$ cat src/hw/advtim_pkg.sv
/*
 * advanced timer shared definitions
 *  - value widths for counter, compare and dead time
 *  - counter alignment modes
 *  - output compare mode codes
 *  - main state machine encodings
 */

package advtim_pkg;

	// widths
	localparam int CNT_W = 16;
	localparam int DTG_W = 10;
	localparam int OCM_W = 4;

	// counter alignment modes
	localparam logic [1:0] CMS_EDGE    = 2'd0;
	localparam logic [1:0] CMS_CENTER1 = 2'd1;
	localparam logic [1:0] CMS_CENTER2 = 2'd2;
	localparam logic [1:0] CMS_CENTER3 = 2'd3;

	// output compare modes, codes 8 to 15 behave as frozen
	localparam logic [3:0] OCM_FROZEN      = 4'd0;
	localparam logic [3:0] OCM_ACT_MATCH   = 4'd1;
	localparam logic [3:0] OCM_INACT_MATCH = 4'd2;
	localparam logic [3:0] OCM_TOGGLE      = 4'd3;
	localparam logic [3:0] OCM_FORCE_LOW   = 4'd4;
	localparam logic [3:0] OCM_FORCE_HIGH  = 4'd5;
	localparam logic [3:0] OCM_PWM1        = 4'd6;
	localparam logic [3:0] OCM_PWM2        = 4'd7;

	// main state machine
	localparam logic [1:0] ST_IDLE = 2'd0;
	localparam logic [1:0] ST_RUN  = 2'd1;
	localparam logic [1:0] ST_STOP = 2'd2;

endpackage
$ cat src/hw/advtim_pe_core.sv
/*
 * advanced timer channel core
 *  - main state machine
 *  - time base counter
 *  - three compare channels with complementary output pairs
 */

`timescale 1ns/1ps

module advtim_pe_core
	import advtim_pkg::*;
(
	input  logic             pe_clk,
	input  logic             reset,

	// control
	input  logic             tim_enable,
	input  logic             logic_clr,
	output logic             tim_end,
	output logic             hw_update,
	output logic             running,
	output logic [CNT_W-1:0] cnt,

	// time base config
	input  logic [CNT_W-1:0] r_psc,
	input  logic [CNT_W-1:0] r_arr,
	input  logic [CNT_W-1:0] r_rcr,
	input  logic [1:0]       r_cms,
	input  logic             r_dir,
	input  logic [DTG_W-1:0] r_dtg,
	input  logic             r_moe,

	// channel 1
	input  logic [CNT_W-1:0] r_cc1,
	input  logic [OCM_W-1:0] r_oc1m,
	input  logic             r_cc1e,
	input  logic             r_cc1ne,
	input  logic             r_cc1p,
	input  logic             r_cc1np,
	input  logic             r_ss1,
	input  logic             r_ss1n,
	output logic             ch1p,
	output logic             ch1n,
	output logic             ch1p_oen,
	output logic             ch1n_oen,

	// channel 2
	input  logic [CNT_W-1:0] r_cc2,
	input  logic [OCM_W-1:0] r_oc2m,
	input  logic             r_cc2e,
	input  logic             r_cc2ne,
	input  logic             r_cc2p,
	input  logic             r_cc2np,
	input  logic             r_ss2,
	input  logic             r_ss2n,
	output logic             ch2p,
	output logic             ch2n,
	output logic             ch2p_oen,
	output logic             ch2n_oen,

	// channel 3
	input  logic [CNT_W-1:0] r_cc3,
	input  logic [OCM_W-1:0] r_oc3m,
	input  logic             r_cc3e,
	input  logic             r_cc3ne,
	input  logic             r_cc3p,
	input  logic             r_cc3np,
	input  logic             r_ss3,
	input  logic             r_ss3n,
	output logic             ch3p,
	output logic             ch3n,
	output logic             ch3p_oen,
	output logic             ch3n_oen,

	// interrupt status
	output logic             int_status_gen_end,
	output logic             int_status_gen_reload
);

	logic cnt_enable;
	logic cnt_dir;
	logic upd_evt;
	logic ocref1;
	logic ocref2;
	logic ocref3;

	// running doubles as the config lock
	assign running               = cnt_enable;
	assign int_status_gen_end    = tim_end;
	assign int_status_gen_reload = hw_update;

	//==========================================================================
	// main state machine and time base
	//==========================================================================

	advtim_main_fsm u_advtim_main_fsm (
		.pe_clk     (pe_clk),
		.reset      (reset),
		.tim_enable (tim_enable),
		.logic_clr  (logic_clr),
		.upd_evt    (upd_evt),
		.r_rcr      (r_rcr),
		.cnt_enable (cnt_enable),
		.hw_update  (hw_update),
		.tim_end    (tim_end)
	);

	advtim_timebase u_advtim_timebase (
		.pe_clk     (pe_clk),
		.reset      (reset),
		.cnt_enable (cnt_enable),
		.logic_clr  (logic_clr),
		.hw_update  (hw_update),
		.r_psc      (r_psc),
		.r_arr      (r_arr),
		.r_cms      (r_cms),
		.r_dir      (r_dir),
		.cnt        (cnt),
		.cnt_dir    (cnt_dir),
		.upd_evt    (upd_evt)
	);

	//==========================================================================
	// compare channels
	//==========================================================================

	advtim_compare u_advtim_compare1 (
		.pe_clk (pe_clk), .reset (reset), .cnt_enable (cnt_enable),
		.logic_clr (logic_clr), .hw_update (hw_update),
		.cnt (cnt), .cnt_dir (cnt_dir),
		.r_cc (r_cc1), .r_ocm (r_oc1m), .ocref (ocref1)
	);

	advtim_compare u_advtim_compare2 (
		.pe_clk (pe_clk), .reset (reset), .cnt_enable (cnt_enable),
		.logic_clr (logic_clr), .hw_update (hw_update),
		.cnt (cnt), .cnt_dir (cnt_dir),
		.r_cc (r_cc2), .r_ocm (r_oc2m), .ocref (ocref2)
	);

	advtim_compare u_advtim_compare3 (
		.pe_clk (pe_clk), .reset (reset), .cnt_enable (cnt_enable),
		.logic_clr (logic_clr), .hw_update (hw_update),
		.cnt (cnt), .cnt_dir (cnt_dir),
		.r_cc (r_cc3), .r_ocm (r_oc3m), .ocref (ocref3)
	);

	//==========================================================================
	// output pairs
	//==========================================================================

	advtim_dead_time u_advtim_dead_time1 (
		.pe_clk (pe_clk), .reset (reset), .cnt_enable (cnt_enable),
		.ocref (ocref1), .r_dtg (r_dtg), .r_moe (r_moe),
		.r_cc_e (r_cc1e), .r_cc_ne (r_cc1ne), .r_cc_p (r_cc1p), .r_cc_np (r_cc1np),
		.r_ss (r_ss1), .r_ssn (r_ss1n),
		.ch_p (ch1p), .ch_n (ch1n), .ch_p_oen (ch1p_oen), .ch_n_oen (ch1n_oen)
	);

	advtim_dead_time u_advtim_dead_time2 (
		.pe_clk (pe_clk), .reset (reset), .cnt_enable (cnt_enable),
		.ocref (ocref2), .r_dtg (r_dtg), .r_moe (r_moe),
		.r_cc_e (r_cc2e), .r_cc_ne (r_cc2ne), .r_cc_p (r_cc2p), .r_cc_np (r_cc2np),
		.r_ss (r_ss2), .r_ssn (r_ss2n),
		.ch_p (ch2p), .ch_n (ch2n), .ch_p_oen (ch2p_oen), .ch_n_oen (ch2n_oen)
	);

	advtim_dead_time u_advtim_dead_time3 (
		.pe_clk (pe_clk), .reset (reset), .cnt_enable (cnt_enable),
		.ocref (ocref3), .r_dtg (r_dtg), .r_moe (r_moe),
		.r_cc_e (r_cc3e), .r_cc_ne (r_cc3ne), .r_cc_p (r_cc3p), .r_cc_np (r_cc3np),
		.r_ss (r_ss3), .r_ssn (r_ss3n),
		.ch_p (ch3p), .ch_n (ch3n), .ch_p_oen (ch3p_oen), .ch_n_oen (ch3n_oen)
	);

endmodule

$ cat src/hw/advtim_dead_time.sv
/*
 * advanced timer complementary output pair
 *  - dead time insertion on every reference edge
 *  - polarity, channel enables, main output enable
 *  - idle levels while stopped
 */

`timescale 1ns/1ps

module advtim_dead_time
	import advtim_pkg::*;
(
	input  logic             pe_clk,
	input  logic             reset,
	input  logic             cnt_enable,
	input  logic             ocref,
	input  logic [DTG_W-1:0] r_dtg,
	input  logic             r_moe,
	input  logic             r_cc_e,
	input  logic             r_cc_ne,
	input  logic             r_cc_p,
	input  logic             r_cc_np,
	input  logic             r_ss,
	input  logic             r_ssn,
	output logic             ch_p,
	output logic             ch_n,
	output logic             ch_p_oen,
	output logic             ch_n_oen
);

	logic             oc_d;
	logic [DTG_W-1:0] dt_cnt;
	logic             ref_p;
	logic             ref_n;
	logic             out_on;

	//==========================================================================
	// dead time generator
	//==========================================================================

	// any edge drops both references, the new active side waits dtg cycles
	always_ff @(posedge pe_clk) begin
		if (reset) begin
			oc_d   <= 1'b0;
			dt_cnt <= '0;
			ref_p  <= 1'b0;
			ref_n  <= 1'b0;
		end else begin
			oc_d <= ocref;
			if (ocref != oc_d) begin
				if (r_dtg == '0) begin
					ref_p <= ocref;
					ref_n <= ~ocref;
				end else begin
					ref_p  <= 1'b0;
					ref_n  <= 1'b0;
					dt_cnt <= r_dtg;
				end
			end else if (dt_cnt != '0) begin
				dt_cnt <= dt_cnt - 1'b1;
				if (dt_cnt == DTG_W'(1)) begin
					ref_p <= ocref;
					ref_n <= ~ocref;
				end
			end else begin
				ref_p <= ocref;
				ref_n <= ~ocref;
			end
		end
	end

	// output stage
	assign out_on = cnt_enable && r_moe;
	assign ch_p   = out_on ? ((ref_p & r_cc_e) ^ r_cc_p) : r_ss;
	assign ch_n   = out_on ? ((ref_n & r_cc_ne) ^ r_cc_np) : r_ssn;

	assign ch_p_oen = r_cc_e & r_moe;
	assign ch_n_oen = r_cc_ne & r_moe;

endmodule

$ cat src/hw/advtim_compare.sv
/*
 * advanced timer compare channel
 *  - shadowed compare value
 *  - match, toggle, force and pwm reference generation
 */

`timescale 1ns/1ps

module advtim_compare
	import advtim_pkg::*;
(
	input  logic             pe_clk,
	input  logic             reset,
	input  logic             cnt_enable,
	input  logic             logic_clr,
	input  logic             hw_update,
	input  logic [CNT_W-1:0] cnt,
	input  logic             cnt_dir,
	input  logic [CNT_W-1:0] r_cc,
	input  logic [OCM_W-1:0] r_ocm,
	output logic             ocref
);

	logic [CNT_W-1:0] cc_sh;
	logic [CNT_W-1:0] cc_eff;
	logic [CNT_W-1:0] cnt_d;
	logic             dir_d;
	logic             run_d;
	logic             fresh;
	logic             match;
	logic             below;

	assign cc_eff = hw_update ? r_cc : cc_sh;
	assign below  = (cnt < cc_eff);

	// counter holds for psc+1 cycles, a match only counts once per step
	assign fresh = !run_d || (cnt != cnt_d) || (cnt_dir != dir_d);
	assign match = fresh && (cnt == cc_eff);

	always_ff @(posedge pe_clk) begin
		if (hw_update)
			cc_sh <= r_cc;
		cnt_d <= cnt;
		dir_d <= cnt_dir;
	end

	always_ff @(posedge pe_clk) begin
		if (reset || logic_clr) begin
			run_d <= 1'b0;
			ocref <= 1'b0;
		end else begin
			run_d <= cnt_enable;
			if (cnt_enable) begin
				case (r_ocm)
					OCM_ACT_MATCH:   if (match) ocref <= 1'b1;
					OCM_INACT_MATCH: if (match) ocref <= 1'b0;
					OCM_TOGGLE:      if (match) ocref <= ~ocref;
					OCM_FORCE_LOW:   ocref <= 1'b0;
					OCM_FORCE_HIGH:  ocref <= 1'b1;
					OCM_PWM1:        ocref <= below;
					OCM_PWM2:        ocref <= !below;
					default:         ocref <= ocref;
				endcase
			end
		end
	end

endmodule

$ cat src/hw/advtim_timebase.sv
/*
 * advanced timer time base
 *  - prescaler counting 0 to psc
 *  - up, down and center-aligned counter
 *  - shadowed auto-reload value, update event pulse
 */

`timescale 1ns/1ps

module advtim_timebase
	import advtim_pkg::*;
(
	input  logic             pe_clk,
	input  logic             reset,
	input  logic             cnt_enable,
	input  logic             logic_clr,
	input  logic             hw_update,
	input  logic [CNT_W-1:0] r_psc,
	input  logic [CNT_W-1:0] r_arr,
	input  logic [1:0]       r_cms,
	input  logic             r_dir,
	output logic [CNT_W-1:0] cnt,
	output logic             cnt_dir,
	output logic             upd_evt
);

	logic [CNT_W-1:0] psc_q;
	logic [CNT_W-1:0] arr_sh;
	logic [CNT_W-1:0] arr_eff;
	logic [CNT_W:0]   cnt_inc;
	logic             edge_mode;
	logic             tick;

	assign edge_mode = (r_cms == CMS_EDGE);
	// new reload value already counts in the cycle it is loaded
	assign arr_eff   = hw_update ? r_arr : arr_sh;
	assign tick      = (psc_q >= r_psc);
	assign cnt_inc   = {1'b0, cnt} + 1'b1;

	always_ff @(posedge pe_clk) begin
		if (hw_update)
			arr_sh <= r_arr;
	end

	//==========================================================================
	// prescaler and counter
	//==========================================================================

	always_ff @(posedge pe_clk) begin
		if (reset || logic_clr) begin
			psc_q   <= '0;
			cnt     <= '0;
			cnt_dir <= 1'b0;
			upd_evt <= 1'b0;
		end else if (!cnt_enable) begin
			// preset for the next start
			psc_q   <= '0;
			cnt     <= (edge_mode && r_dir) ? r_arr : '0;
			cnt_dir <= edge_mode && r_dir;
			upd_evt <= 1'b0;
		end else begin
			upd_evt <= 1'b0;
			if (!tick) begin
				psc_q <= psc_q + 1'b1;
			end else begin
				psc_q <= '0;
				if (edge_mode && !cnt_dir) begin
					if (cnt >= arr_eff) begin
						cnt     <= '0;
						upd_evt <= 1'b1;
					end else begin
						cnt <= cnt + 1'b1;
					end
				end else if (edge_mode) begin
					if (cnt == '0) begin
						cnt     <= arr_eff;
						upd_evt <= 1'b1;
					end else begin
						cnt <= cnt - 1'b1;
					end
				end else if (!cnt_dir) begin
					// center, turning point at arr
					if (cnt_inc >= {1'b0, arr_eff}) begin
						cnt     <= arr_eff;
						cnt_dir <= 1'b1;
						upd_evt <= (r_cms != CMS_CENTER1);
					end else begin
						cnt <= cnt_inc[CNT_W-1:0];
					end
				end else begin
					// center, turning point at zero
					if (cnt < CNT_W'(2)) begin
						cnt     <= '0;
						cnt_dir <= 1'b0;
						upd_evt <= (r_cms != CMS_CENTER2);
					end else begin
						cnt <= cnt - 1'b1;
					end
				end
			end
		end
	end

endmodule

$ cat src/hw/advtim_main_fsm.sv
/*
 * advanced timer main state machine
 *  - idle / run / stop sequencing
 *  - repetition down-counter
 *  - start and repetition update pulses, end pulse
 */

`timescale 1ns/1ps

module advtim_main_fsm
	import advtim_pkg::*;
(
	input  logic             pe_clk,
	input  logic             reset,
	input  logic             tim_enable,
	input  logic             logic_clr,
	input  logic             upd_evt,
	input  logic [CNT_W-1:0] r_rcr,
	output logic             cnt_enable,
	output logic             hw_update,
	output logic             tim_end
);

	logic [1:0]       state_q;
	logic [CNT_W-1:0] rep_q;
	logic             start_q;
	logic             rep_hit;

	// running in both run and stop, stop only waits for a period boundary
	assign cnt_enable = (state_q != ST_IDLE);

	// every (rcr+1)-th overflow or underflow
	assign rep_hit   = cnt_enable && upd_evt && (rep_q == '0);
	assign hw_update = start_q || rep_hit;
	assign tim_end   = (state_q == ST_STOP) && hw_update;

	//==========================================================================
	// state and repetition count
	//==========================================================================

	always_ff @(posedge pe_clk) begin
		if (reset || logic_clr) begin
			state_q <= ST_IDLE;
			rep_q   <= '0;
			start_q <= 1'b0;
		end else begin
			start_q <= 1'b0;

			case (state_q)
				ST_IDLE: begin
					if (tim_enable) begin
						state_q <= ST_RUN;
						start_q <= 1'b1;
						rep_q   <= r_rcr;
					end
				end
				ST_RUN: begin
					if (!tim_enable)
						state_q <= ST_STOP;
				end
				ST_STOP: begin
					if (hw_update)
						state_q <= ST_IDLE;
				end
				default: state_q <= ST_IDLE;
			endcase

			// reload on the boundary, count down otherwise
			if (cnt_enable && upd_evt) begin
				if (rep_q == '0)
					rep_q <= r_rcr;
				else
					rep_q <= rep_q - 1'b1;
			end
		end
	end

endmodule

$ cat config.mk
export PLATFORM = sky130hd
export DESIGN_NAME = advtim_pe_core
export DESIGN_NICKNAME = d
export VERILOG_FILES = /design/src/hw/advtim_pkg.sv /design/src/hw/advtim_pe_core.sv /design/src/hw/advtim_dead_time.sv /design/src/hw/advtim_compare.sv /design/src/hw/advtim_timebase.sv /design/src/hw/advtim_main_fsm.sv
export SDC_FILE = /design/constraint.sdc
export NUM_CORES = 1
export LEC_CHECK = 0
export ABC_AREA = 1
export BUFFER_PORTS_ARGS = -buffer_cell sky130_fd_sc_hd__buf_2
export CORE_MARGIN = 5
export CORE_UTILIZATION = 59
export DETAILED_ROUTE_END_ITERATION = 8
export PLACE_DENSITY_LB_ADDON = 0.08
export SLEW_MARGIN = 20
export SYNTH_ARGS = -nofsm -noshare
export SYNTH_HDL_FRONTEND = slang
export SYNTH_SLANG_ARGS = --single-unit
$ cat constraint.sdc
create_clock -name pe_clk -period 4.5 [get_ports pe_clk]
set_input_delay 0.45 -clock pe_clk [delete_from_list [all_inputs] [get_ports pe_clk]]
set_output_delay 0.45 -clock pe_clk [all_outputs]
set_load 0.01 [all_outputs]
==> key figures, run 1 <==
Drt
  • Vias: 12200
  • Initial DRC Count: 845
  • DRT Pass-1 Iters: 5
  • Post-route ant nets: 0
  • Vias per inst: 5.48
  • Post-DR wirelength/cell: 15.5 um
  • Residual DRC: 0
  • Routed Wire Length: 34500 um

Worst setup path
  • Crit. End Element: flop
  • Crit path largest cell delay: 660 ps
  • Slowest stage cell, crit path: dfxtp_1
  • Req. time, crit path: 4820 ps
  • CP Cell Sequence: ha_1 -> nand2_2 -> nor3_4 -> nand3_2 -> nor2_1 -> nand2_1 -> nor3_1 -> xor2_1 -> ha_1 -> a21o_1 -> a21oi_1 -> o311a_1 -> nand2_1 -> inv_2 -> nand2_4 -> inv_2 -> nand2_1 -> nand3_1 -> o21ai_0 -> nand2_1 -> nand2_1 -> nand2_1 -> a21oi_1
  • Worst Path Arrival: 4370 ps
  • Reg2reg start: u_advtim_timebase.cnt[1]$_SDFFE_PP0P_
  • CP most frequent cell: nand2_1
  • Worst Setup SP: u_advtim_timebase.cnt[1]$_SDFFE_PP0P_
  • Largest fanout on the critical path: 29
  • R2r worst-path depth: 23
  • Critical Path Source Type: flop
  • R2r endpoint: u_advtim_timebase.cnt[5]$_SDFFE_PP0P_
  • R2r setup slk: 450 ps
  • Crit path kind: reg -> reg

Logic synthesis
  • Yosys top cell area share: 29.5%
  • Ys Warns: 0
  • Cell area after synthesis: 12000 um^2
  • Post-synth EDFFs: 0
  • Synth Net Count: 2029
  • Avg Cell Area, Syn: 6.76 um^2
  • Yosys cell types: 56
  • Post-synthesis sequential area ratio: 29.5%
  • Top FF cell, synth: dfxtp_1
  • Synth top area cells: dfxtp_1, nand2_1, ha_1
  • Async set-reset flop share out of synthesis: 0%
  • Synth area leader: dfxtp_1
  • Yosys reg bits: 177
  • Post-Synthesis Cells: 1779

Clocking
  • Root buffer cell: clkbuf_16
  • Post-CTS Resized: 0
  • Clk_lat worst skew: 440 ps
  • TritonCTS clock tree: done
  • Hold Buf Count CTS: 0
  • H-tree depth: 4
  • Post-CTS Setup Bufs: 0
  • CTS clk-pin slew, worst paths: 80 ps
  • Clock sink total: 177
  • Num CTS Buffers: 17
  • Longest Clk Path Bufs: 2

Layout
  • Fillers: 1809
  • Layout area overhead: 14.7%
  • Antenna fix cells: 0
  • Final Cell Area: 13800 um^2
  • Final non-filler cell total: 2226
  • Share of layout cells above drive strength 1: 16.6%
  • Final net count: 2193

Power and ir drop
  • Power share of the sequential group: 37.7%
  • Worst VDD drop: 219 uV
  • Comb pwr share: 33.0%
  • Switching Share: 36.5%
  • PnR Total Power: 0.00525 W
  • Leak: 6.93 nW
  • Power Density: 381 nW/um^2
  • Clock share of power: 29.3%
  • P_int: 0.00333 W
  • Switching power: 0.00192 W

STA
  • Fin crit share: 90.0%
  • FMAX: 247 MHz
  • Fin. Hold Viols: 0
  • Max_slew headroom: 33.5%
  • Final setup fails: 0
  • RSZ-0062 raised after global routing: false
  • Final Max Slew Viols: 0
  • Min cycle time layout: 4050 ps
  • Setup TNS: 0 ps
  • Worst Max-Slew Pin Slew: 997 ps
  • Final worst clock skew: 11.0 ps

Floorplanning
  • Die width: 153 um
  • Rows: 52
  • Num ports: 177
  • Starting Density: 59.6%
  • Die Y: 153 um
  • Core area: 20200 um^2
  • DIE AREA: 23300 um^2

Worst hold path
  • Hold wc startpoint: r_cc2[0]
  • Hold depth: 3
  • Hold Crit Endpoint: u_advtim_compare2.cc_sh[0]$_DFF_P_
  • Worst hold path class: in -> reg

Placement
  • DP HPWL: 25400 um
  • Placed insts: 2194
  • Routability cong.: 0.939
  • # port buffers: 176
  • Placed Instance Area: 13200 um^2

Global route
  • Largest net degree at the start of global routing: 42
  • Initial antenna violation count: 0
  • Number of global-route vias before repair: 11500
  • GRT Total Usage: 28.8%
  • GRT overflow: 0
  • First-pass GRT wire length: 56100 um

Flow run
  • Maxcap violations: 0

Run status
  • Outcome: completed
[registers in the layout, indices dropped and copies added, names as in the netlist, 16 cells and up]
register and flops:
u_advtim_timebase.psc_q 16, u_advtim_compare3.cc_sh 16, u_advtim_main_fsm.rep_q 16, u_advtim_compare2.cc_sh 16, u_advtim_compare3.cnt_d 16, u_advtim_timebase.arr_sh 16, u_advtim_timebase.cnt 16, u_advtim_compare1.cc_sh 16
[final cells by class]
type                    count  area, um^2  area share (%)
multi-input cells        1267        7170            52.0
flip-flops and latches    177        3540            25.7
repair buffers            208        1120            8.13
inverters                 272        1020            7.40
clock buffers              18         429            3.11
well taps                 270         338            2.45
clock inverters            14         173            1.25
[power by group through the flow]
stage	registers, W	logic [W]	clock network, W
after CTS	0.00198	0.00171	0.00156
after detailed placement	0.00201	0.00169	0
after global placement	0.00200	0.00165	0
after global routing	0.00201	0.00198	0.00163
final	0.00198	0.00173	0.00154
after floorplan	0.00198	0.00128	0
[through the flow]
| step | util (%) | setup slack, ps | hold slack (ps) |
|---|---|---|---|
| global route | 68.4 | 97.2 | 258 |
| finish | 68.4 | 448 | 247 |
| CTS | 68.4 | 556 | 239 |
| global placement | 65.4 | 679 | 431 |
| floorplan | - | 1160 | 406 |
| detailed placement | 65.4 | 583 | 437 |
[Yosys cell counts, types with 4 or more instances]
master,count
dfxtp_1,177
a21o_1,5
a21oi_1,114
o211ai_1,8
nor3b_1,4
clkbuf_1,46
inv_2,6
buf_4,5
a21oi_2,4
nor4_1,5
a31oi_1,14
ha_1,106
nor2_1,135
or2_2,50
o221ai_1,4
o21ai_0,164
nand2_1,385
xor2_1,48
o211ai_2,5
nor3_1,35
nand4_1,20
xnor2_1,14
a211oi_1,12
buf_2,8
inv_1,263
o22ai_1,14
nand3_1,74
[worst max-delay path: cells and delay by family (launching register included)]
kind / cells / cell delay (ps)
flip-flops: 1 / 660
adder cells (fa/ha/maj): 2 / 600
AO/OA/AOI/OAI: 5 / 620
XOR/XNOR: 1 / 260
AND/OR/NAND/NOR: 13 / 1500
buffers and inverters: 2 / 280
[layer usage]
| metal | vias up | track usage (%) | part of all wire (%) |
|---|---|---|---|
| met4 | 0 | 8.82 | 2.6 |
| met5 | - | 0 | 0 |
| met2 | 463 | 47.9 | 46 |
| li1 | 6136 | - | - |
| met3 | 64 | 4.35 | 7.2 |
| met1 | 5531 | 38.7 | 44 |
[cells by family after synthesis]
logic type / share of synthesized area [%]
compound gates: 17.6
xor+xnor: 4.52
fa+ha+maj: 11.0
buf+inv: 10.9
flops: 29.5
simple gates: 26.4
[worst max path at each step]
stage                                                  to  slack (ps)
finish              u_advtim_timebase.cnt[5]$_SDFFE_PP0P_         450
global route        u_advtim_timebase.cnt[5]$_SDFFE_PP0P_         100
CTS                 u_advtim_timebase.cnt[3]$_SDFFE_PP0P_         560
detailed placement  u_advtim_timebase.cnt[7]$_SDFFE_PP0P_         580
global placement    u_advtim_timebase.cnt[3]$_SDFFE_PP0P_         680
floorplan           u_advtim_timebase.cnt[2]$_SDFFE_PP0P_        1160
[placed cells by master (no fill, tap or decap), types with 50 or more instances in the layout]
master,Yosys,routed
nand2_1,385,385
a21oi_1,114,114
inv_1,263,263
o21ai_0,164,164
nand3_1,74,74
dfxtp_1,177,177
ha_1,106,106
buf_2,8,176
or2_2,50,50
nor2_1,135,134
No activity file was read; power rests on OpenSTA's default activity.
==> run 2: changes to the inputs <==
- clock period: 4.5 -> 4.57 ns (I/O delays scaled with it)
==> run 2 against run 1 <==
Against the previous run: sequential cell count stayed put; largest power group unchanged; largest cell class unchanged; core utilization decreased by 0.17 points; worst setup slack better by 16 ps; critical endpoint unchanged; combinational power fell by 2%; die area stayed put; critical path type unchanged.
==> key figures, run 2 (synthesized netlist as in run 1, its figures left out) <==
Run status
  • Outcome: completed

STA
  • Min cycle time layout: 4110 ps
  • Final worst clock skew: 17.8 ps
  • Final Max Slew Viols: 0
  • FMAX: 244 MHz
  • RSZ-0062 raised after global routing: false
  • Fin. Hold Viols: 0
  • Setup TNS: 0 ps
  • Fin crit share: 89.8%
  • Worst Max-Slew Pin Slew: 994 ps
  • Setup slack after layout: 464 ps
  • Max_slew headroom: 33.7%
  • Final setup fails: 0

Drt
  • Post-route ant nets: 0
  • Vias per inst: 5.40
  • Vias: 12000
  • Initial DRC Count: 865
  • Routed Wire Length: 34000 um
  • Post-DR wirelength/cell: 15.3 um
  • DRT Pass-1 Iters: 5
  • Residual DRC: 0

Floorplanning
  • Starting Density: 59.6%
  • Die width: 153 um
  • Num ports: 177
  • Core area: 20200 um^2
  • Rows: 52
  • Die Y: 153 um
  • DIE AREA: 23300 um^2

Layout
  • Final net count: 2188
  • Share of layout cells above drive strength 1: 16.4%
  • Most frequent cells in the layout: nand2_1, inv_1, dfxtp_1, buf_2, o21ai_0
  • Layout area overhead: 14.4%
  • Finished Core Util: 68.2%
  • Commonest non-fill, non-tap cell in the layout: nand2_1

Power and ir drop
  • Switching power: 0.00188 W
  • Clock share of power: 29.4%
  • Comb pwr share: 32.8%
  • Power Density: 375 nW/um^2
  • Worst VDD drop: 267 uV
  • PnR Total Power: 0.00516 W
  • Power share of the sequential group: 37.8%
  • Leak: 6.92 nW
  • P_int: 0.00328 W
  • Switching Share: 36.5%

Clocking
  • Hold Buf Count CTS: 0
  • Post-CTS Setup Bufs: 0
  • Longest Clk Path Bufs: 2
  • Clock sink total: 177
  • CTS clk-pin slew, worst paths: 80 ps
  • Root buffer cell: clkbuf_16
  • Post-CTS Resized: 0
  • TritonCTS clock tree: done
  • Clk_lat worst skew: 440 ps
  • H-tree depth: 4
  • Num CTS Buffers: 17

Worst setup path
  • Critical Path Source Type: flop
  • Req. time, crit path: 4930 ps
  • Crit path kind: reg -> reg
  • Worst Path Arrival: 4470 ps
  • Crit. End Element: flop
  • Largest fanout on the critical path: 29

Global route
  • Largest net degree at the start of global routing: 48
  • First-pass GRT wire length: 55800 um
  • Number of global-route vias before repair: 11500
  • GRT Total Usage: 28.7%
  • Initial antenna violation count: 2
  • GRT overflow: 0

Placement
  • DP HPWL: 25200 um
  • Routability cong.: 0.970
  • Place WS: 531 ps
  • # port buffers: 176

Worst hold path
  • Worst hold path class: in -> reg

Flow run
  • Maxcap violations: 0
[run 2: path summary, 6_finish.rpt]
kind                                                              from                                     to  slack (ps)  depth (start not counted)
worst max-delay path             u_advtim_timebase.cnt[1]$_SDFFE_PP0P_  u_advtim_timebase.cnt[5]$_SDFFE_PP0P_         460                         24
worst min register to register  u_advtim_timebase.cnt_dir$_SDFFE_PP0P_        u_advtim_compare3.dir_d$_DFF_P_         450                          0
worst min-delay path                                          r_cc2[0]     u_advtim_compare2.cc_sh[0]$_DFF_P_         270                          3
worst max register to register   u_advtim_timebase.cnt[1]$_SDFFE_PP0P_  u_advtim_timebase.cnt[5]$_SDFFE_PP0P_         460                         24
[run 2: area by class of cell]
| type | instances | area (um^2) |
|---|---|---|
| timing repair buffer | 203 | 1080 |
| tap | 270 | 338 |
| antenna | 2 | 5.00 |
| inverter | 272 | 1020 |
| multi-input combinational | 1267 | 7170 |
| sequential | 177 | 3540 |
| fill | 1825 | 6410 |
| clock inverter | 14 | 170 |
| clock buffer | 18 | 429 |
[run 2: worst max-delay path, stage by stage, from the launching register on]
cell,delay (ps)
dfxtp_1,670
inv_1,220
nor4_2,360
nand3_1,170
nor2_2,210
nand2_1,140
nor3_2,140
xor2_1,120
ha_1,350
inv_1,70
nor2_1,80
nand4_1,90
nor3_1,160
nand3_1,110
nand2_1,90
inv_2,50
nand2_4,290
inv_2,140
nand2_1,80
nand3_1,60
o21ai_0,90
nand2_1,70
nand2_1,70
nand2_1,40
a21oi_1,150
[run 2: per-layer routing]
metal / global-route usage, % / routed length, um / vias to the layer above
met2: 46.7 / 15400 / 424
met4: 10.5 / 1090 / 2
li1: - / - / 6136
met5: 0 / 7 / -
met3: 5.96 / 2600 / 79
met1: 37.7 / 14900 / 5371
[run 2: per-stage QoR]
step / cells / area, um^2 / hold WS (ps)
4_1_cts: 2221 / 13800 / 251
6_report: 2223 / 13800 / 271
3_3_place_gp: 2189 / 13200 / 432
5_1_grt: 2222 / 13800 / 279
2_1_floorplan: 1779 / 12000 / 406
3_5_place_dp: 2189 / 13200 / 442
[run 2: power groups by stage]
stage / logic [W] / clock network (W) / registers (W)
global route: 0.00194 / 0.00162 / 0.00198
CTS: 0.00167 / 0.00155 / 0.00195
detailed placement: 0.00165 / 0 / 0.00198
global placement: 0.00161 / 0 / 0.00197
finish: 0.00169 / 0.00152 / 0.00195
floorplan: 0.00126 / 0 / 0.00194
==> run 3: changes to the inputs <==
- HOLD_SLACK_MARGIN: default -> 0.12
- RECOVER_POWER: default -> 100
==> run 3 against run 2 <==
Against the previous run: register-to-register slack got worse by 80 ps; core utilization is 0.71 points lower; final cell count is the same; hold slack barely moved; global-route usage stayed put; critical path type unchanged; sequential share of layout area rose by 0.27 points; combinational power barely moved; wire length hardly changed.
==> key figures, run 3 (synthesized netlist as in run 1, its figures left out) <==
Layout
  • Sequential standard cell area: 3540 um^2
  • Fillers: 1875
  • Footprint of the multi-input gates: 7140 um^2
  • Final net count: 2188
  • Most frequent cells in the layout: nand2_1, inv_1, dfxtp_1, o21ai_0, buf_2
  • Commonest non-fill, non-tap cell in the layout: nand2_1
  • Final Cell Area: 13600 um^2
  • Share of layout cells above drive strength 1: 13.2%
  • Layout area overhead: 13.2%

Worst setup path
  • R2r worst-path depth: 23
  • Top Family by Delay on Critical Path: simple AND/OR/NAND/NOR gates
  • Worst Path Buf+Inv: 2
  • Req. time, crit path: 4930 ps
  • R2r endpoint: u_advtim_timebase.cnt[5]$_SDFFE_PP0P_
  • Largest fanout on the critical path: 29
  • CP Cell Sequence: ha_1 -> nand2_1 -> nor3_4 -> nand3_2 -> nor2_1 -> nand2_1 -> nor3_1 -> xor2_1 -> ha_1 -> nand4_1 -> nor3_1 -> nand3_1 -> nand2_1 -> inv_2 -> nand2_4 -> inv_2 -> nand2_1 -> nand3_1 -> o21ai_0 -> nand2_1 -> nand2_1 -> nand2_1 -> a21oi_1
  • Critical Path Source Type: flop
  • Worst Path Arrival: 4540 ps
  • Crit path largest cell delay: 670 ps
  • Slowest stage cell, crit path: dfxtp_1
  • Worst Setup SP: u_advtim_timebase.cnt[1]$_SDFFE_PP0P_
  • CP most frequent cell: nand2_1
  • Crit. End Element: flop
  • Critical Path End: u_advtim_timebase.cnt[5]$_SDFFE_PP0P_
  • R2r setup slk: 390 ps
  • Levels on crit path: 23
  • Reg2reg start: u_advtim_timebase.cnt[1]$_SDFFE_PP0P_
  • Crit path kind: reg -> reg

STA
  • Worst Max-Slew Pin Slew: 1410 ps
  • FMAX: 239 MHz
  • Fin. Hold Viols: 0
  • Max_slew headroom: 6.26%
  • Min cycle time layout: 4180 ps
  • Final setup fails: 0
  • Setup slack after layout: 387 ps
  • Final worst clock skew: 18.3 ps
  • Setup TNS: 0 ps
  • Fin crit share: 91.5%
  • Final Max Slew Viols: 0
  • RSZ-0062 raised after global routing: false

Clocking
  • Post-CTS Setup Bufs: 0
  • H-tree depth: 4
  • Root buffer cell: clkbuf_16
  • Longest Clk Path Bufs: 2
  • Hold Buf Count CTS: 0
  • TritonCTS clock tree: done
  • Clk_lat worst skew: 440 ps
  • Num CTS Buffers: 17
  • Clock sink total: 177
  • Post-CTS Resized: 0
  • CTS clk-pin slew, worst paths: 80 ps

Global route
  • GRT Total Usage: 28.7%
  • Initial antenna violation count: 2
  • Number of global-route vias before repair: 11500
  • GRT overflow: 0
  • First-pass GRT wire length: 55800 um
  • Largest net degree at the start of global routing: 48

Floorplanning
  • Die width: 153 um
  • Die Y: 153 um
  • Core area: 20200 um^2
  • Starting Density: 59.6%
  • Rows: 52
  • DIE AREA: 23300 um^2
  • Num ports: 177

Flow run
  • Maxcap violations: 0

Placement
  • # port buffers: 176
  • DP HPWL: 25200 um
  • Place WS: 531 ps
  • Placed Instance Area: 13200 um^2
  • Routability cong.: 0.970

Drt
  • Vias: 12000
  • DRT Pass-1 Iters: 5
  • Met3 WL: 2800 um
  • Initial DRC Count: 869
  • Residual DRC: 0
  • Post-DR wirelength/cell: 15.3 um
  • Highest Signal Layer: met5
  • Met1 Wirelength: 14700 um
  • Vias per inst: 5.40
  • Post-route ant nets: 0
  • Met2 WL post-DR: 15400 um
  • Routed Wire Length: 34000 um

Run status
  • Outcome: completed

Power and ir drop
  • Worst VDD drop: 266 uV
  • Power Density: 378 nW/um^2
  • Leak: 6.72 nW

Worst hold path
  • Worst hold path class: in -> reg
[run 3: per-stage QoR]
stage | hold WS [ps] | total power (W) | utilization, % | std cells
final | 271 | 0.00515 | 67.5 | 2223
after global routing | 279 | 0.00552 | 67.5 | 2222
after CTS | 251 | 0.00517 | 68.2 | 2221
after detailed placement | 442 | 0.00363 | 65.2 | 2189
after global placement | 432 | 0.00358 | 65.2 | 2189
after floorplan | 406 | 0.00321 | - | 1779
[run 3: routing by layer]
metal | vias up | track usage (%)
met4 | 2 | 10.5
li1 | 6132 | -
met5 | - | 0
met3 | 72 | 5.96
met2 | 437 | 46.7
met1 | 5369 | 37.7
[run 3: tightest hold or removal path, cell delays in order]
cell	delay [ps]
buf_2	80
nand2_1	40
nand2_1	90
[run 3: final cells by class]
cell class                 instances  area share [%]
multi-input combinational       1267            52.4
sequential                       177            26.0
inverter                         272            7.50
timing repair buffer             203            7.12
clock buffer                      18            3.15
tap                              270            2.48
clock inverter                    14            1.25
antenna                            2          0.0368
[run 3: worst min path at each step]
| stage | startpoint | end | depth (start not counted) |
|---|---|---|---|
| floorplan | u_advtim_timebase.cnt_dir$_SDFFE_PP0P_ | u_advtim_compare3.dir_d$_DFF_P_ | 0 |
| global placement | u_advtim_compare3.cc_sh[0]$_DFF_P_ | u_advtim_compare3.cc_sh[0]$_DFF_P_ | 2 |
| detailed placement | u_advtim_compare3.cc_sh[0]$_DFF_P_ | u_advtim_compare3.cc_sh[0]$_DFF_P_ | 2 |
| CTS | r_cc3[0] | u_advtim_compare3.cc_sh[0]$_DFF_P_ | 3 |
| global route | r_cc2[0] | u_advtim_compare2.cc_sh[0]$_DFF_P_ | 3 |
| finish | r_cc2[0] | u_advtim_compare2.cc_sh[0]$_DFF_P_ | 3 |
[run 3: power breakdown]
| part | internal, W | switching [W] |
|---|---|---|
| combinational | 0.000635 | 0.00104 |
| clock | 0.000829 | 0.000695 |
| sequential | 0.00180 | 0.000151 |
| total | 0.00326 | 0.00188 |
